**src/include/spi_loader_consts.svh**
```systemverilog
// Loader sizing macros: address counter width and RAM depths

`ifndef SPI_LOADER_CONSTS_SVH
`define SPI_LOADER_CONSTS_SVH

// Byte address counter width, also sets the RAM word index width
`define LOADER_XLEN 32

// Instruction RAM depth in 32-bit words
`define IRAM_WORDS 256

// Data RAM depth in 32-bit words
`define DRAM_WORDS 128

`endif

```
**src/rtl/loader_cmd_pkg.sv**
```systemverilog
// Host command opcodes, received SPI byte and loader control state types

`default_nettype none

package loader_cmd_pkg;

typedef enum logic [7:0] {
    CMD_CPU_RST = 8'h2a,
    CMD_CPU_RUN = 8'h2b,
    CMD_IRAM_WR = 8'h2c,
    CMD_IRAM_RD = 8'h2d,
    CMD_DRAM_WR = 8'h2e,
    CMD_DRAM_RD = 8'h2f
} loader_cmd_t;

typedef struct packed {
    logic [7:0] data;
    logic       dc;     // Low for a command, high for a data byte
} spi_byte_t;

// Core reset level and the four RAM selects, at most one select is set
typedef struct packed {
    logic cpu_rst_n;
    logic iram_wr_sel;
    logic iram_rd_sel;
    logic dram_wr_sel;
    logic dram_rd_sel;
} loader_ctrl_t;

endpackage

`default_nettype wire

```
**src/rtl/ram_bus_pkg.sv**
```systemverilog
// RAM request type shared by the command decoder and the memories

`default_nettype none

`include "spi_loader_consts.svh"

package ram_bus_pkg;

typedef struct packed {
    logic                      wr_en;
    logic [3:0]                byte_en;   // One lane per byte of the word
    logic [`LOADER_XLEN-3:0]   word_addr;
    logic [31:0]               wdata;     // Same byte on all four lanes
} ram_req_t;

endpackage

`default_nettype wire

```
**src/rtl/ram_rw.sv**
```systemverilog
// Command decoder, byte address walker and read-back byte selector

`timescale 1ns/10ps
`default_nettype none

`include "spi_loader_consts.svh"

module ram_rw import loader_cmd_pkg::*, ram_bus_pkg::*; (
    input  logic        clk_i,
    input  logic        rst_n_i,

    input  logic        rx_vld_i,
    input  spi_byte_t   rx_byte_i,

    input  logic [31:0] iram_rdata_i,
    input  logic [31:0] dram_rdata_i,

    output logic        cpu_rst_n_o,

    output ram_req_t    iram_req_o,
    output ram_req_t    dram_req_o,

    output logic [7:0]  tx_byte_o
);

loader_ctrl_t ctrl;
loader_ctrl_t cmd_ctrl;

logic [`LOADER_XLEN-1:0] byte_addr;
logic [3:0]              byte_en;

logic        data_stb;
logic [31:0] rd_word;

// Every command holds the core in reset except CMD_CPU_RUN
always_comb begin
    cmd_ctrl = '0;
    case (loader_cmd_t'(rx_byte_i.data))
        CMD_CPU_RUN: cmd_ctrl.cpu_rst_n   = 1'b1;
        CMD_IRAM_WR: cmd_ctrl.iram_wr_sel = 1'b1;
        CMD_IRAM_RD: cmd_ctrl.iram_rd_sel = 1'b1;
        CMD_DRAM_WR: cmd_ctrl.dram_wr_sel = 1'b1;
        CMD_DRAM_RD: cmd_ctrl.dram_rd_sel = 1'b1;
        default: ;  // CMD_CPU_RST and unknown codes deselect both RAMs
    endcase
end

always_ff @(posedge clk_i or negedge rst_n_i) begin
    if (!rst_n_i) begin
        ctrl      <= '0;
        byte_addr <= '0;
        byte_en   <= 4'b0001;
    end else if (rx_vld_i) begin
        if (!rx_byte_i.dc) begin
            ctrl      <= cmd_ctrl;
            byte_addr <= '0;
            byte_en   <= 4'b0001;
        end else if (!ctrl.cpu_rst_n) begin
            byte_addr <= byte_addr + 1'b1;
            byte_en   <= {byte_en[2:0], byte_en[3]};  // Lane follows the low address bits
        end
    end
end

assign cpu_rst_n_o = ctrl.cpu_rst_n;

// Data bytes only reach memory while the core is held in reset
assign data_stb = rx_vld_i & rx_byte_i.dc & ~ctrl.cpu_rst_n;

assign iram_req_o = '{
    wr_en:     data_stb & ctrl.iram_wr_sel,
    byte_en:   byte_en,
    word_addr: byte_addr[`LOADER_XLEN-1:2],
    wdata:     {4{rx_byte_i.data}}
};

assign dram_req_o = '{
    wr_en:     data_stb & ctrl.dram_wr_sel,
    byte_en:   byte_en,
    word_addr: byte_addr[`LOADER_XLEN-1:2],
    wdata:     {4{rx_byte_i.data}}
};

always_comb begin
    if (ctrl.iram_rd_sel) begin
        rd_word = iram_rdata_i;
    end else if (ctrl.dram_rd_sel) begin
        rd_word = dram_rdata_i;
    end else begin
        rd_word = 32'h0000_0000;
    end
end

// Valid one cycle after the address moves, the RAM read is registered
assign tx_byte_o = rd_word[byte_addr[1:0]*8 +: 8];

endmodule

`default_nettype wire

```
**config.mk**
```make
export PLATFORM = sky130hd
export DESIGN_NAME = ram_rw
export DESIGN_NICKNAME = d
export VERILOG_FILES = /design/src/rtl/loader_cmd_pkg.sv /design/src/rtl/ram_bus_pkg.sv /design/src/rtl/ram_rw.sv
export VERILOG_INCLUDE_DIRS = /design/src /design/src/include
export SDC_FILE = /design/constraint.sdc
export NUM_CORES = 1
export LEC_CHECK = 0
export BUFFER_PORTS_ARGS = -buffer_cell sky130_fd_sc_hd__buf_2
export CAP_MARGIN = 30
export CORE_MARGIN = 3
export CORE_UTILIZATION = 45
export DETAILED_ROUTE_END_ITERATION = 10
export PLACE_DENSITY = 0.85
export SYNTH_ARGS = -nofsm -noshare
export SYNTH_HDL_FRONTEND = slang
export SYNTH_SLANG_ARGS = --single-unit
export TNS_END_PERCENT = 50
```
**constraint.sdc**
```tcl
create_clock -name clk_i -period 2.37 [get_ports clk_i]
set_clock_uncertainty 0.15 [all_clocks]
set_input_delay 0 -clock clk_i [delete_from_list [all_inputs] [get_ports clk_i]]
set_output_delay 0 -clock clk_i [all_outputs]
set_load 0.1 [all_outputs]
```
==> results of run 1 <==
[metrics by stage]
step	power [mW]	cell area (µm²)	cells	setup TNS, ps	hold WS [ps]
3_5_place_dp	1.81	4210	631	0	35.4
4_1_cts	2.27	4410	649	0	12.6
3_3_place_gp	1.80	4210	631	0	24.6
6_report	2.26	4410	649	0	17.7
2_1_floorplan	1.69	3790	447	-743	-446
5_1_grt	2.36	4410	649	0	53.3
[metal layers]
layer	share of wire (%)	up-vias	global-route usage (%)
met5	0	-	0
met4	1.7	0	6.60
met3	8.1	17	3.30
met2	52	222	38.9
met1	39	1726	27.4
li1	-	1683	-
[layout make-up]
cell class	instances	share of cell area (%)
Multi-Input combinational cell	250	38.3
Timing Repair Buffer	242	32.9
Inverter	7	0.596
Clock buffer	7	1.96
Sequential cell	41	23.3
Tap cell	102	2.90
[worst max-delay path: stages (launching register included)]
cell and delay, ps:
dfrtp_1 490, nand3_1 300, nor4_4 540, nand2_1 140, or4_1 420, nand3_1 90
[power by group through the flow]
stage / combinational, mW / clock, mW / sequential, mW
2_1_floorplan: 0.890 / 0 / 0.804
3_3_place_gp: 1.04 / 0 / 0.759
3_5_place_dp: 1.05 / 0 / 0.762
4_1_cts: 1.06 / 0.461 / 0.748
5_1_grt: 1.10 / 0.502 / 0.753
6_report: 1.06 / 0.455 / 0.748
[cells by family (layout without fill, tap and decap cells)]
group           count (synthesis)  in the layout  synth area share [%]
compound gates                105            105                  17.2
fa+ha+maj                       1              1                 0.332
buf+inv                       156            256                  28.6
flops                          41             41                  27.3
mux                            17             17                  7.48
simple gates                  127            127                  19.0
[registers in the layout, indices dropped and copies added, names as in the netlist]
signal and flops:
byte_addr 32, byte_en 4, cpu_rst_n_o 1, ctrl 4
[worst paths after layout]
path / from / endpoint / depth (start not counted)
hold reg to reg: ctrl[1] / ctrl[1] / 2
setup reg to reg: byte_addr[4] / byte_addr[19] / 5
hold / removal: rx_byte_i[6] / ctrl[0] / 3
max in group asynchronous: rst_n_i / ctrl[2] / 2
min in group asynchronous: rst_n_i / byte_addr[31] / 2
setup / recovery: byte_addr[4] / byte_addr[19] / 5
[synthesized netlist by cell type]
cell type | count | share of area [%]
buf_4 | 129 | 26
dfrtp_1 | 40 | 27
nand2_1 | 32 | 3.2
a21oi_1 | 26 | 3.5
nand3_1 | 23 | 3.1
o21ai_0 | 18 | 2.4
o21ai_1 | 16 | 2.1
nand4_1 | 15 | 2.5
nor2_1 | 14 | 1.4
clkbuf_1 | 11 | 1.1
o31ai_1 | 11 | 2.2
mux2_2 | 9 | 2.7
nand3b_1 | 9 | 1.8
a31oi_1 | 8 | 1.3
mux4_2 | 8 | 4.8
nand2b_1 | 8 | 1.3
o221ai_1 | 8 | 1.9
buf_2 | 7 | 0.93
a22o_1 | 6 | 1.4
inv_1 | 6 | 0.60
and4_1 | 4 | 0.93
o211ai_1 | 4 | 0.80
and2_1 | 3 | 0.50
and3_1 | 3 | 0.50
or4_1 | 3 | 0.60
buf_1 | 2 | 0.20
nand3_2 | 2 | 0.53
nor3_1 | 2 | 0.27
nor4_2 | 2 | 0.66
o311ai_1 | 2 | 0.47
or3_1 | 2 | 0.33
a211oi_1 | 1 | 0.20
a21o_1 | 1 | 0.20
a41oi_1 | 1 | 0.23
and4b_1 | 1 | 0.27
dfstp_2 | 1 | 0.70
ha_1 | 1 | 0.33
inv_2 | 1 | 0.10
nand4b_1 | 1 | 0.23
nor2b_1 | 1 | 0.17
nor3b_1 | 1 | 0.20
nor4_4 | 1 | 0.56
o21a_1 | 1 | 0.20
o22ai_1 | 1 | 0.17
o32ai_1 | 1 | 0.23
[timing repair]
item                                   CTS  global route
endpoints found under the hold margin   51             0
hold buffers                            11             0
setup endpoints to repair                0             0
buffers inserted                         0             0
resized for setup                        0             0
==> metrics.yaml, run 1 <==
core_area_mm2: 0.00793
firstDrtPassIters: 5
drt_iter0_drc: 292
synthCells: 447
drv_cap: 0
initial_core_util_pct: 47.5
wl_per_cell_um: 16.5
gp_congestion: 0.887
clock_path_buffers: 2
clkPwrFrac_pct: 20.1
fmax_ghz: 0.458
power_density_mw_per_mm2: 514
antenna_found_initial: 0
final_util_pct: 55.6
grt-ovfl-total: 0
dp_hpwl_um: 8370
numCtsBuffers: 5
clock_sink_count: 41
cts_tree: "yes"
grt_pass1_wl_um: 17400
rsz0062_at_grt: "no"
worstSetupEndpointType: "flop"
cts_root_buf: "clkbuf_8"
register_area_mm2: 0.00103
fin_ws_ps: 187
setup_viol: 0
fill_cells: 734
slew_viol_final: 0
min_period_ps: 2180
htree_levels: 2
hold_viol_final: 0
cp_data_required_time_ps: 2450
ys_ff_latch: 41
synth.distinct_cells: 45
dieArea_mm2: 0.00950
pre_cts_ws_ps: 236
syn_area_per_cell_um2: 8.42
switchingPower_mw: 1.11
seq_area_frac_synth_pct: 27.3
io_buffers: 218
area_growth_pct: 17.0
drive_gt1_share_pct: 49.2
grt_max_degree: 42
syn_nets: 524
ir_drop_v: 0.000390
regToRegSetupSlack_ps: 190
ios: 219
track_usage_pct: 21.9
multi_input_area_mm2: 0.00169
hold_class: "primary input to flop"
synth_area_mm2: 0.00376
crit_path_start_kind: "flop"
tightest_slew_ps: 917
clock_latency_ps: 290
n_antenna_cell: 0
grt_pass1_vias: 3523
status: "finished, final reports clean"
leakage_nw: 2.19
wl_um: 10700
via_per_inst: 5.62
critPathKind: "flop to flop"
die_h_um: 97.5
p_comb_share_pct: 46.8
ys_warn_count: 0
rows: 32
mostFrequentLayoutCells: "buf_2, dfrtp_1, nand2_1, nand3_1"
worstPathMaxFanout: 9
period_share_pct: 92.1
p_int_mw: 1.16
drc_errors: 0
slew_headroom_pct: 38.9
seqPwrFrac_pct: 33.1
via_count: 3648
sw_frac_of_total_pct: 48.9
die_x_um: 97.5
worstPathArrival_ps: 2270
fin_nets: 624
final_common_cell: "buf_2"
ant_nets: 0
clk_pin_slew_worst_paths_ps: 70
No activity file was read; power rests on OpenSTA's default activity.
==> inputs of run 2 (changes only) <==
--- a/config.mk
+++ b/config.mk
@@ -6,11 +6,13 @@
 export SDC_FILE = /design/constraint.sdc
 export NUM_CORES = 1
 export LEC_CHECK = 0
+export ABC_AREA = 1
 export BUFFER_PORTS_ARGS = -buffer_cell sky130_fd_sc_hd__buf_2
 export CAP_MARGIN = 30
 export CORE_MARGIN = 3
-export CORE_UTILIZATION = 45
+export CORE_UTILIZATION = 46
 export DETAILED_ROUTE_END_ITERATION = 10
+export HOLD_SLACK_MARGIN = 0.02
 export PLACE_DENSITY = 0.85
 export SYNTH_ARGS = -nofsm -noshare
 export SYNTH_HDL_FRONTEND = slang
==> metrics.yaml, run 2 <==
core_area_mm2: 0.00838
syn_area_per_cell_um2: 6.64
yosysMostFrequentCell: "nand2_1"
crit_family: "buffers and inverters"
clock_sink_count: 41
synth_top_cell_area_share_pct: 24.6
largest_reg_flops: 32
slew_viol_final: 0
grt_pass1_vias: 3793
rr_endpoint: "byte_addr[31]"
numCtsBuffers: 5
wl_um: 11400
clock_path_buffers: 2
p_total_mw: 2.17
hold_viol_final: 0
worstPathMaxFanout: 7
slew_headroom_pct: 51.3
worstPathArrival_ps: 2340
drv_cap: 0
final_util_pct: 56.3
wirelength_met1_um: 4470
synthCells: 612
n_antenna_cell: 0
synth_area_mm2: 0.00406
rsz0062_at_grt: "no"
yosys.area.top_type: "dfrtp_1"
die_h_um: 100
via_per_inst: 5.03
area_growth_pct: 16.1
r2r_start: "byte_addr[0]"
critPathKind: "primary input to flop"
regToRegSetupSlack_ps: 590
min_period_ps: 2250
synth_edf_count: 0
clk_pin_slew_worst_paths_ps: 80
postSynth.asyncResetShare_pct: 100
cts_root_buf: "clkbuf_8"
synthTopCellsByArea: "dfrtp_1, buf_4, nand2_1"
via_count: 4152
fin_nets: 796
crit_top_cell: "dlygate4sd3_1"
ios: 219
ant_nets: 0
antenna_found_initial: 0
period_share_pct: 94.8
crit_chain: "dlygate4sd3_1 -> buf_2 -> inv_1 -> nand2_2 -> inv_2 -> nand3_1 -> dlygate4sd3_1 -> o22ai_1 -> dlygate4sd3_1"
cp_slowest_cell: "dlygate4sd3_1"
maxUsedRoutingLayer: "met4"
slowest_delay_ps: 600
crit_path_start_kind: "primary input"
grt_pass1_wl_um: 18400
hold-worst-slack_ps: 46.0
drc_errors: 0
top_regs: "byte_addr (32), byte_en (4), ctrl (4)"
clock_latency_ps: 300
cts_tree: "yes"
cp.buffers_inverters: 6
mostFrequentLayoutCells: "buf_2, nand2_1, nand3_1, dfrtp_1, nor2_1"
syn_nets: 689
met2_length_um: 5810
seq_area_frac_synth_pct: 25.3
top_register: "byte_addr"
initial_core_util_pct: 48.5
ys_warn_count: 0
fmax_ghz: 0.445
ys_ff_latch: 41
htree_levels: 2
setup_viol: 0
die_x_um: 100
drive_gt1_share_pct: 38.3
wl_per_cell_um: 13.8
worstSetupEndpointType: "flop"
synth_ff_type: "dfrtp_1"
rows: 33
synth_common_cells: "nand2_1, buf_4, nand3_1, dfrtp_1, nor2_1"
io_buffers: 218
firstDrtPassIters: 5
pre_cts_ws_ps: 600
grt-ovfl-total: 0
ir_drop_v: 0.000651
power_density_mw_per_mm2: 459
tightest_slew_ps: 727
hold_class: "primary input to async pin"
fin_ws_ps: 123
final_common_cell: "buf_2"
drt_iter0_drc: 188
grt_max_degree: 42
fill_cells: 827
status: "finished, final reports clean"
synth.distinct_cells: 35
reg2reg_depth: 9
cp_data_required_time_ps: 2470
gp_congestion: 0.906
track_usage_pct: 22.1
dp_hpwl_um: 8460
dieArea_mm2: 0.0100
leakage_nw: 2.52
wl_met3_um: 1020
[run 2: cell types whose count changed in the layout (fill, tap and decap cells not counted), sizes merged, moves of 8 or more]
cell / delta
a21oi: +8
inv: +30
mux2: -9
mux4: -8
nand2: +151
nand2b: -8
nand3: +32
nand3b: -8
nor2: +39
o21ai: -12
o221ai: -8
o31ai: -10
[run 2: final cells by class]
type / instances / area, µm² / area share, %
multi-input combinational: 388 / 1880 / 39.8
inverter: 38 / 143 / 3.02
tap: 105 / 131 / 2.79
clock buffer: 7 / 86.3 / 1.83
timing repair buffer: 245 / 1420 / 30.2
sequential: 41 / 1030 / 21.8
clock inverter: 1 / 30.0 / 0.637
[run 2: what timing repair did]
action                     4_1_cts  5_1_grt
setup endpoints to repair        0        1
setup buffers                    0        3
hold endpoints to repair        48        0
gates resized for setup          0        2
hold buffers                    15        0
[run 2: worst max path at each step]
stage / start / to / cells past startpoint
after CTS: rx_byte_i[0] / ctrl[2] / 9
final: rx_byte_i[0] / ctrl[2] / 9
after floorplan: ctrl[2] / tx_byte_o[2] / 7
after global placement: byte_addr[0] / byte_addr[27] / 8
after global routing: rx_byte_i[0] / ctrl[2] / 9
after detailed placement: byte_addr[0] / byte_addr[27] / 8
[run 2: worst reg2reg max path, cell delays in order (launching register included)]
cell     delay (ps)
dfrtp_1         390
buf_4           240
inv_2           190
nor2_2          240
nand2_4         110
nor2_2          140
nand2_1          80
nand2_1          70
nand3_1          70
nand2_1          60
[run 2: logic make-up (layout without fill, tap and decap cells)]
| logic type | count (synthesis) | count (layout) | synth area share, % |
|---|---|---|---|
| compound gates | 68 | 68 | 8.96 |
| buf+inv | 183 | 291 | 29.2 |
| flops | 41 | 41 | 25.3 |
| xor+xnor | 3 | 3 | 0.647 |
| fa+ha+maj | 1 | 1 | 0.308 |
| simple gates | 316 | 316 | 35.6 |
[run 2: metrics by stage]
step                      setup TNS [ps]  area [µm²]  instances
after floorplan                    -3150        4090        612
after global placement                 0        4400        798
after detailed placement               0        4400        798
after CTS                              0        4660        821
after global routing                   0        4720        825
final                                  0        4720        825
[run 2: routing by layer]
metal	track usage (%)	vias up
met1	28.1	1892
met5	0	-
li1	-	2051
met2	39.3	197
met3	4.24	12
met4	4.46	0
[run 2: where the power goes]
part	total, mW	switching (mW)	internal [mW]
Combinational	0.848	0.686	0.162
Clock	0.601	0.257	0.344
Sequential	0.718	0.00892	0.709
Total	2.17	0.952	1.21
