**src/rtl/loader_cmd_pkg.sv**
```systemverilog
// Host command opcodes, received SPI byte and loader control state types

`default_nettype none

package loader_cmd_pkg;

typedef enum logic [7:0] {
    CMD_CPU_RST = 8'h2a,
    CMD_CPU_RUN = 8'h2b,
    CMD_IRAM_WR = 8'h2c,
    CMD_IRAM_RD = 8'h2d,
    CMD_DRAM_WR = 8'h2e,
    CMD_DRAM_RD = 8'h2f
} loader_cmd_t;

typedef struct packed {
    logic [7:0] data;
    logic       dc;     // Low for a command, high for a data byte
} spi_byte_t;

// Core reset level and the four RAM selects, at most one select is set
typedef struct packed {
    logic cpu_rst_n;
    logic iram_wr_sel;
    logic iram_rd_sel;
    logic dram_wr_sel;
    logic dram_rd_sel;
} loader_ctrl_t;

endpackage

`default_nettype wire

```
**src/rtl/spi_byte_rx.sv**
```systemverilog
// SPI mode-0 slave: pin synchronisers, byte receiver and reply shift register

`timescale 1ns/10ps
`default_nettype none

module spi_byte_rx import loader_cmd_pkg::*; (
    input  logic       clk_i,
    input  logic       rst_n_i,

    input  logic       spi_sclk_i,
    input  logic       spi_cs_n_i,
    input  logic       spi_mosi_i,
    input  logic       spi_dc_i,

    input  logic [7:0] tx_byte_i,

    output logic       rx_vld_o,
    output spi_byte_t  rx_byte_o,
    output logic       spi_miso_o
);

typedef struct packed {
    logic sclk;
    logic cs_n;
    logic mosi;
    logic dc;
} spi_pins_t;

localparam spi_pins_t PINS_IDLE = '{sclk: 1'b0, cs_n: 1'b1, mosi: 1'b0, dc: 1'b0};

spi_pins_t pins_meta;
spi_pins_t pins_sync;

logic sclk_q;
logic cs_n_q;
logic sclk_rise;
logic sclk_fall;
logic cs_fall;

logic [2:0] bit_cnt;
logic [6:0] rx_shift;
logic [1:0] vld_pipe;
logic [7:0] tx_shift;

always_ff @(posedge clk_i or negedge rst_n_i) begin
    if (!rst_n_i) begin
        pins_meta <= PINS_IDLE;
        pins_sync <= PINS_IDLE;
        sclk_q    <= 1'b0;
        cs_n_q    <= 1'b1;
    end else begin
        pins_meta <= '{sclk: spi_sclk_i, cs_n: spi_cs_n_i, mosi: spi_mosi_i, dc: spi_dc_i};
        pins_sync <= pins_meta;
        sclk_q    <= pins_sync.sclk;
        cs_n_q    <= pins_sync.cs_n;
    end
end

assign sclk_rise = pins_sync.sclk & ~sclk_q;
assign sclk_fall = ~pins_sync.sclk & sclk_q;
assign cs_fall   = ~pins_sync.cs_n & cs_n_q;

always_ff @(posedge clk_i or negedge rst_n_i) begin
    if (!rst_n_i) begin
        bit_cnt  <= 3'd0;
        rx_vld_o <= 1'b0;
    end else begin
        rx_vld_o <= 1'b0;
        if (pins_sync.cs_n) begin
            bit_cnt <= 3'd0;
        end else if (sclk_rise) begin
            bit_cnt <= bit_cnt + 3'd1;
            rx_vld_o <= (bit_cnt == 3'd7);  // Eighth bit completes the byte
        end
    end
end

always_ff @(posedge clk_i) begin
    if (!pins_sync.cs_n && sclk_rise) begin
        rx_shift <= {rx_shift[5:0], pins_sync.mosi};
        if (bit_cnt == 3'd7) begin
            rx_byte_o <= '{data: {rx_shift, pins_sync.mosi}, dc: pins_sync.dc};
        end
    end
end

// The reply byte is ready two cycles after the strobe, once the RAM read has settled
always_ff @(posedge clk_i or negedge rst_n_i) begin
    if (!rst_n_i) begin
        vld_pipe <= 2'b00;
        tx_shift <= 8'h00;
    end else begin
        vld_pipe <= {vld_pipe[0], rx_vld_o};
        if (vld_pipe[1] || cs_fall) begin
            tx_shift <= tx_byte_i;
        end else if (sclk_fall && bit_cnt != 3'd0) begin  // Trailing edge of bit 7 is skipped
            tx_shift <= {tx_shift[6:0], 1'b0};
        end
    end
end

assign spi_miso_o = tx_shift[7];

endmodule

`default_nettype wire

```
**config.mk**
```make
export PLATFORM = sky130hd
export DESIGN_NAME = spi_byte_rx
export DESIGN_NICKNAME = d
export VERILOG_FILES = /design/src/rtl/loader_cmd_pkg.sv /design/src/rtl/spi_byte_rx.sv
export SDC_FILE = /design/constraint.sdc
export NUM_CORES = 1
export LEC_CHECK = 0
export BUFFER_PORTS_ARGS = -buffer_cell sky130_fd_sc_hd__buf_2
export CORE_ASPECT_RATIO = 1.5
export CORE_MARGIN = 2
export CORE_UTILIZATION = 51
export DETAILED_ROUTE_END_ITERATION = 8
export HOLD_SLACK_MARGIN = 0.12
export PLACE_DENSITY_LB_ADDON = 0.2
export SYNTH_ARGS = -nofsm -noshare
export SYNTH_HDL_FRONTEND = slang
export SYNTH_SLANG_ARGS = --single-unit
```
**constraint.sdc**
```tcl
create_clock -name clk_i -period 2.32 [get_ports clk_i]
set_clock_uncertainty 0.15 [all_clocks]
set_input_delay 0.348 -clock clk_i [delete_from_list [all_inputs] [get_ports clk_i]]
set_output_delay 0.348 -clock clk_i [all_outputs]
set_load 0.03 [all_outputs]
```
==> reports/qor.txt, run 1 <==
switching share of power: 22.3%
status: complete, no violations
CTS tree: yes
crit end category: register
# Post-CTS Setup Buffers: 0
dominant synthesized flop cell: dfrtp_1
fmax: 0.589 GHz
Ys Warns: 0
Max Cap Viol: 0
relative slew slack: 66.0%
Clock Tree Root: clkbuf_8
Die Y: 69.0 µm
post-synth top area share: 36.6%
Finished Core Util: 65.2%
commonest non-fill, non-tap cell in the layout: buf_2
initial drt markers: 12
row cnt: 23
Post-Route WL: 2.25 mm
Comb pwr share: 7.4%
final hold vios: 0
Placer Congestion: 0.750
WP data arrival: 1490 ps
Max VDD drop: 0.511 mV
Final Critical Period: 1700 ps
Leakage: 0.728 nW
final worst slack: 623 ps
Worst Setup Start Kind: register
WP data required: 2110 ps
WL per Instance: 13.3 µm
fin nets: 148
H-tree levels: 2
crit-path max FO: 9
clock latency on the worst-skew pair: 280 ps
R2R cell count: 4
Max Root-Sink Buffers: 2
multi-input logic area: 327 µm²
FF+latch count, synth: 40
Die Span X: 47.4 µm
global route total overflow: 0
Net Count, Synth: 113
DRC: 0
critical path class: reg2reg
commonest non-fill, non-tap cells in the layout: buf_2, dfrtp_1, edfxtp_1
worst hold-check path type: in2reg
Power Total: 1.36 mW
cts bufs inserted: 5
CTS Sinks: 40
RSZ-0062 raised after global routing: false
sequential fraction of the synthesis area: 75.5%
Tightest Pin Transition: 511 ps
via density per instance: 4.99
Pre-antenna DRT Iters: 4
via count of the routed design: 843
count of pins over their slew limit: 0
Post-Syn Instances: 96
number of global-route vias before repair: 836
Core ar.: 2680 µm²
initial antenna violation count: 0
clock power share: 34.3%
Total GRT Usage: 16.2%
Port Buffers: 24
IO Pins: 25
total area of sequential cells: 1080 µm²
P_sw: 0.304 mW
largest net degree at the start of global routing: 25
Clock Pin Slew Worst Setup and Hold Paths: 80 ps
DPL Wire Length: 1.55 mm
sequential group share of total power: 58.3%
Synth area leaders: dfrtp_1, edfxtp_1, dfstp_2, a31oi_1, o21ai_0
Int Pwr: 1.06 mW
Antenna Violating Nets Remaining: 0
worst hold path stage count: 3
worst slack, placed: 607 ps
Layout Cells excl Fill: 169
number of synthesized flops with an enable pin: 16
syn_area_per_cell: 15.0 µm²
n_diodes: 0
global-route wire length before repair: 3.73 mm
post-synthesis cell type count: 24
PD cells: 781 nW/µm²
cell accounting for the most synthesized area: dfrtp_1
Setup TNS Final: 0 ps
Initial Utilization: 53.7%
Post-synth ARST share: 60.0%
share of cells above drive strength 1: 31.1%
Layout fillers: 212
final setup fails: 0
dpl cells: 156
Layout area overhead: 21.3%
Die Area: 3270 µm²
mapped cell area: 1440 µm²
fin crit share: 73.1%
==> worst paths after layout <==
kind	from	end	slack, ps
min reg2reg	pins_meta[3]	pins_sync[3]	200
max reg2reg	sclk_q	rx_byte_o[2]	620
max	sclk_q	rx_byte_o[2]	620
min	tx_byte_i[0]	tx_shift[0]	150
max in group asynchronous	rst_n_i	pins_meta[2]	1230
min in group asynchronous	rst_n_i	tx_shift[3]	410
==> worst max-delay path, stage by stage, from the launching register on <==
cell and delay [ps]:
dfrtp_1 410, nand2b_4 170, nor2_1 90, buf_4 170, and2_1 370
==> kinds of logic (layout without fill, tap and decap cells) <==
group	Yosys count	after routing	share of synthesized area (%)
xor gates and xnor gates	1	1	0.609
buffers and inverters	5	41	1.83
DFF	40	40	75.5
and+or+nand+nor	22	22	9.23
muxes	2	2	1.39
adders and majority gates	3	3	2.61
AOI/OAI and AO/OA	23	23	8.88
==> synthesized netlist by cell type (2+ instances only) <==
cell and n:
and2_1 2, a31oi_1 7, dfstp_2 3, edfxtp_1 16, dfrtp_1 21, o21ai_0 8, ha_1 3, mux2i_1 2
buf_4 2, nand3_1 7, inv_1 3, nor2_1 4, a21oi_1 7
==> repair_timing <==
action                                 in CTS  in global routing
hold buffers                                5                  0
endpoints found under the hold margin      25                  0
resized for setup                           0                  0
==> metal layers <==
| layer | share of wire, % | GRT usage [%] | vias to the layer above |
|---|---|---|---|
| met3 | 5.1 | 6.28 | 2 |
| met2 | 52 | 24.3 | 31 |
| met1 | 43 | 20.4 | 396 |
| met5 | 0 | 0 | - |
| li1 | - | - | 414 |
| met4 | 0.62 | 6.48 | 0 |
==> registers in the layout, indices dropped and copies added, names as in the netlist <==
| name | count |
|---|---|
| sclk_q | 1 |
| rx_shift | 7 |
| tx_shift | 8 |
| bit_cnt | 3 |
| pins_meta | 4 |
| rx_vld_o | 1 |
| pins_sync | 4 |
| cs_n_q | 1 |
| vld_pipe | 2 |
| rx_byte_o | 9 |
==> power by group through the flow <==
| stage | clock [mW] | sequential (mW) | combinational [mW] |
|---|---|---|---|
| 2_1_floorplan | 0 | 0.808 | 0.0571 |
| 3_3_place_gp | 0 | 0.807 | 0.0911 |
| 3_5_place_dp | 0 | 0.808 | 0.0950 |
| 4_1_cts | 0.485 | 0.794 | 0.101 |
| 5_1_grt | 0.509 | 0.798 | 0.115 |
| 6_report | 0.468 | 0.795 | 0.100 |
==> layout make-up <==
| type | count | area share (%) |
|---|---|---|
| Clock buffer | 6 | 4.73 |
| Clock inverter | 2 | 0.861 |
| Inverter | 3 | 0.646 |
| Multi-Input combinational cell | 51 | 18.7 |
| Sequential cell | 40 | 62.2 |
| Tap cell | 37 | 2.65 |
| Timing Repair Buffer | 30 | 10.2 |
==> stage by stage <==
| step | hold slack [ps] | instance area (µm²) |
|---|---|---|
| 5_1_grt | 177 | 1740 |
| 3_3_place_gp | 185 | 1600 |
| 4_1_cts | 148 | 1740 |
| 3_5_place_dp | 189 | 1600 |
| 6_report | 152 | 1740 |
| 2_1_floorplan | -97.6 | 1440 |
Power figures use the tool's default switching activity.
==> run 2: changes to the inputs <==
- CORE_UTILIZATION: 51 -> 48
- clock period: 2.32 -> 1.5 ns (I/O delays scaled with it)
==> reports/qor.txt, run 2 (synthesis results as in run 1) <==
Initial Utilization: 49.9% (-3.8 points)
count of pins over their slew limit: 0 (unchanged)
H-tree levels: 2 (unchanged)
Total GRT Usage: 15.7% (-0.45 points)
share of cells above drive strength 1: 31.4% (+0.37 points)
slowest library cell on the worst path: dfrtp_1
PD cells: 1230 nW/µm² (+58%)
WP data arrival: 1460 ps (-30 ps)
RSZ-0062 raised after global routing: true
initial drt markers: 19 (+7)
global route total overflow: 0 (unchanged)
Leakage: 0.781 nW (+7.3%)
WP data required: 1550 ps (-560 ps)
via count of the routed design: 876 (+3.9%)
initial antenna violation count: 0 (unchanged)
Power Total: 2.30 mW (+69%)
Clock Tree Root: clkbuf_8
fmax: 0.707 GHz (+20%)
Layout area overhead: 29.8%
biggest regs: rx_byte_o (9), tx_shift (8), rx_shift (7)
Layout Cells excl Fill: 179 (+5.9%)
fin crit share: 94.3% (+21 points)
max reg flops: 9 (unchanged)
DPL Wire Length: 1.54 mm (-0.50%)
Max Cap Viol: 0 (unchanged)
Most flops, register: rx_byte_o
largest net degree at the start of global routing: 25 (unchanged)
relative slew slack: 65.9% (about the same)
Finished Core Util: 64.7% (-0.46 points)
CTS tree: yes
number of global-route vias before repair: 962 (+15%)
total area of sequential cells: 1080 µm² (unchanged)
clock latency on the worst-skew pair: 290 ps (about the same)
worst slack, placed: 36.1 ps (-571 ps)
Hold Path End: pins_sync[3]
Antenna Violating Nets Remaining: 0 (unchanged)
Layout fillers: 228 (+7.5%)
dpl cells: 158 (+1.3%)
worst hold-check path type: reg2reg
Setup TNS Final: 0 ps (unchanged)
Hold Startpoint: pins_meta[3]
R2R Path Start: bit_cnt[0]
Die Span X: 48.7 µm (+2.8%)
Tightest Pin Transition: 511 ps (+0.123 ps)
Worst Setup Start Kind: register
final worst slack: 86.1 ps (-537 ps)
Area after DPL: 1610 µm² (+0.71%)
commonest non-fill, non-tap cells in the layout: buf_2, dfrtp_1, edfxtp_1
Die Y: 71.0 µm (+2.9%)
commonest non-fill, non-tap cell in the layout: buf_2
final hold vios: 0 (unchanged)
status: complete, no violations
via density per instance: 4.89 (-1.9%)
hold_ws: 199 ps (+47.0 ps)
n_diodes: 0 (unchanged)
multi-input logic area: 342 µm² (+4.6%)
final instance area: 1870 µm² (+7.0%)
crit-path max FO: 8 (-1)
IO Pins: 25 (unchanged)
Worst R2R Setup Slack: 90 ps (-540 ps)
Post-Route WL: 2.23 mm (-0.98%)
final setup fails: 0 (unchanged)
R2R cell count: 5 (+1)
fin nets: 156 (+5.4%)
critical path class: reg2reg
Placer Congestion: 0.854 (+14%)
Die Area: 3460 µm² (+5.8%)
crit end category: register
Final Critical Period: 1410 ps (-283 ps)
Max Root-Sink Buffers: 2 (unchanged)
DRC: 0 (unchanged)
# Post-CTS Setup Buffers: 0 (unchanged)
CTS Sinks: 40 (unchanged)
worst hold path stage count: 0 (-3)
Core ar.: 2880 µm² (+7.7%)
Cell Chain, Critical Path: inv_1, ha_1, and2b_1, o21ai_0, a31oi_1
Port Buffers: 24 (unchanged)
Reg-to-Reg End: tx_shift[1]
slowest stage delay, CP: 380 ps (-30 ps)
cts bufs inserted: 5 (unchanged)
global-route wire length before repair: 4.11 mm (+10%)
row cnt: 24 (+4.3%)
Max VDD drop: 0.891 mV (+74%)
WL per Instance: 12.5 µm (-6.5%)
Clock Pin Slew Worst Setup and Hold Paths: 70 ps (about the same)
Pre-antenna DRT Iters: 4 (unchanged)
run 2: changes by cell type in the layout (fill, tap and decap cells not counted), sizes merged:
cell,delta
clkinvlp,-2
dlygate4sd3,+8
bufinv,+1
clkinv,+1
run 2: where the power goes:
part | internal (mW) | total, mW | leakage (nW) | switching (mW)
registers | 1.20 | 1.23 | 0.432 | 0.0334
clock network | 0.543 | 0.896 | 0.0614 | 0.353
logic | 0.0862 | 0.174 | 0.288 | 0.0883
run 2: area by class of cell:
cell class                 instances  area share (%)
clock inverter                     2            2.08
tap                               39            2.62
inverter                           3           0.604
clock buffer                       6            4.43
timing repair buffer              38            13.8
sequential                        40            58.1
multi-input combinational         51            18.3
run 2: worst max path at each step:
stage	from	endpoint	slack [ps]	depth (start not counted)
floorplan	sclk_q	rx_byte_o[0]	50	3
global placement	bit_cnt[1]	rx_byte_o[5]	70	3
detailed placement	bit_cnt[0]	tx_shift[1]	40	5
CTS	bit_cnt[0]	tx_shift[1]	20	5
global route	bit_cnt[1]	tx_shift[0]	-10	5
finish	bit_cnt[0]	tx_shift[1]	90	5
run 2: routing by layer:
| layer | vias to the layer above | global-route usage [%] | routed length, µm |
|---|---|---|---|
| met5 | - | 0 | 0 |
| met2 | 23 | 27.1 | 1150 |
| met1 | 419 | 17.8 | 954 |
| li1 | 432 | - | - |
| met3 | 2 | 5.70 | 99 |
| met4 | 0 | 6.03 | 29 |
run 2: timing repair:
action,CTS,global route
hold buffers,13,0
endpoints found under the hold margin,36,0
endpoints found under the setup margin,0,17
gates resized for setup,0,4
run 2: worst max-delay path: cells and delay by family (launching register included):
family	cells	cell delay, ps
adder cells (fa/ha/maj)	1	160
flip-flops	1	380
AND/OR/NAND/NOR	1	250
AO/OA/AOI/OAI	2	290
buffers and inverters	1	100
==> run 3: changes to the inputs <==
- SETUP_SLACK_MARGIN: unset -> 0.2
==> reports/qor.txt, run 3 (synthesis results as in run 1) <==
WP data required: 1510 ps (-40 ps)
Finished Core Util: 68.6% (+3.9 points)
DPL Wire Length: 1.60 mm (+3.8%)
Placer Congestion: 0.820 (-3.9%)
n_diodes: 0 (unchanged)
Most flops, register: rx_byte_o
Worst Setup Start Kind: register
largest net degree at the start of global routing: 25 (unchanged)
share of cells above drive strength 1: 44.5% (+13 points)
Layout area overhead: 37.6%
via count of the routed design: 944 (+7.8%)
Setup TNS Final: 0 ps (unchanged)
biggest regs: rx_byte_o (9), tx_shift (8), rx_shift (7)
Cell Chain, Critical Path: inv_2, ha_4, or2b_4, nand3_2, a31oi_1
fmax: 0.717 GHz (+1.4%)
Layout Cells excl Fill: 185 (+3.4%)
H-tree levels: 2 (unchanged)
Die Area: 3460 µm² (unchanged)
DRC: 0 (unchanged)
via density per instance: 5.10 (+4.3%)
relative slew slack: 65.6% (-0.38 points)
fin nets: 162 (+3.8%)
Die Y: 71.0 µm (unchanged)
Post-Route WL: 2.76 mm (+24%)
Max Root-Sink Buffers: 2 (unchanged)
final setup fails: 0 (unchanged)
fin crit share: 92.9% (-1.3 points)
dpl cells: 159 (+0.63%)
Core ar.: 2880 µm² (unchanged)
PD cells: 1110 nW/µm² (-9.7%)
initial antenna violation count: 0 (unchanged)
commonest non-fill, non-tap cells in the layout: buf_2, dfrtp_1, edfxtp_1
WP data arrival: 1400 ps (-60 ps)
RSZ-0062 raised after global routing: true
Antenna Violating Nets Remaining: 0 (unchanged)
Clock Tree Root: clkbuf_8
CTS tree: yes
clock latency on the worst-skew pair: 290 ps (about the same)
count of pins over their slew limit: 0 (unchanged)
crit end category: register
Max Cap Viol: 0 (unchanged)
Final Critical Period: 1390 ps (-20.1 ps)
hold_ws: 202 ps (+3.62 ps)
slowest stage delay, CP: 400 ps (+20 ps)
WL per Instance: 14.9 µm (+20%)
Total GRT Usage: 17.0% (+1.3 points)
CP delay by family, top: flip-flops
Initial Utilization: 49.9% (unchanged)
critical path class: reg2reg
row cnt: 24 (unchanged)
commonest non-fill, non-tap cell in the layout: buf_2
CTS Sinks: 40 (unchanged)
crit-path max FO: 7 (-1)
Max VDD drop: 0.930 mV (+4.5%)
Tightest Pin Transition: 516 ps (+5.74 ps)
Pre-antenna DRT Iters: 4 (unchanged)
global route total overflow: 0 (unchanged)
status: complete, no violations
global-route wire length before repair: 4.30 mm (+4.7%)
worst hold-check path type: reg2reg
Leakage: 0.806 nW (+3.3%)
cts bufs inserted: 5 (unchanged)
number of global-route vias before repair: 942 (-2.1%)
Clock Pin Slew Worst Setup and Hold Paths: 80 ps (about the same)
final hold vios: 0 (unchanged)
IO Pins: 25 (unchanged)
slowest library cell on the worst path: dfrtp_1
Die Span X: 48.7 µm (unchanged)
initial drt markers: 29 (+10)
max reg flops: 9 (unchanged)
Buf/Inv on CP: 1 (unchanged)
Port Buffers: 24 (unchanged)
==> run 3: changes by cell type in the layout (fill, tap and decap cells not counted), moves of 4 or more <==
cell,previous run,this run
nand3_1,7,0
nand3_2,0,7
o21ai_0,7,1
buf_4,1,5
o21ai_1,1,5
==> run 3: what timing repair did <==
item                                    4_1_cts  5_1_grt
pin swaps                                     5        8
resized for setup                            20       10
endpoints found under the setup margin       18       25
gates cloned                                  1        0
hold buffers                                 13        0
setup buffers                                 1        3
endpoints found under the hold margin        36        0
==> run 3: per-stage QoR <==
| step | area, µm² | power, mW | setup WS, ps |
|---|---|---|---|
| floorplan | 1450 | 1.34 | 96.6 |
| finish | 1980 | 2.20 | 106 |
| global route | 1980 | 2.29 | 48.7 |
| detailed placement | 1620 | 1.40 | 72.5 |
| global placement | 1620 | 1.40 | 147 |
| CTS | 1910 | 2.18 | 110 |
==> run 3: power breakdown <==
part           total (mW)  leakage, nW  switching [mW]  internal (mW)
combinational       0.230        0.331           0.117          0.113
clock               0.730       0.0434           0.359          0.372
sequential           1.24        0.432          0.0465           1.20
total                2.20        0.806           0.522           1.68
==> run 3: routing by layer <==
metal / track usage (%) / wire length, µm
met5: 0 / 0
met4: 6.67 / 99
met3: 6.54 / 128
met2: 28.8 / 1420
met1: 19.3 / 1110
==> run 3: cell type report <==
type	instances	area [µm²]
Sequential cell	40	1080
Fill cell	214	905
Multi-Input combinational cell	52	437
Timing Repair Buffer	43	299
Clock buffer	6	82.6
Tap cell	39	48.8
Clock inverter	2	15.0
Inverter	3	11.3
==> run 3: path summary, 6_finish.rpt <==
path	startpoint	to	slack, ps	cells past startpoint
setup / recovery	bit_cnt[0]	tx_shift[6]	110	5
hold / removal	pins_meta[3]	pins_sync[3]	200	0
setup reg to reg	bit_cnt[0]	tx_shift[6]	110	5
hold reg to reg	pins_meta[3]	pins_sync[3]	200	0
max in group asynchronous	rst_n_i	pins_sync[2]	540	2
min in group asynchronous	rst_n_i	tx_shift[5]	280	2
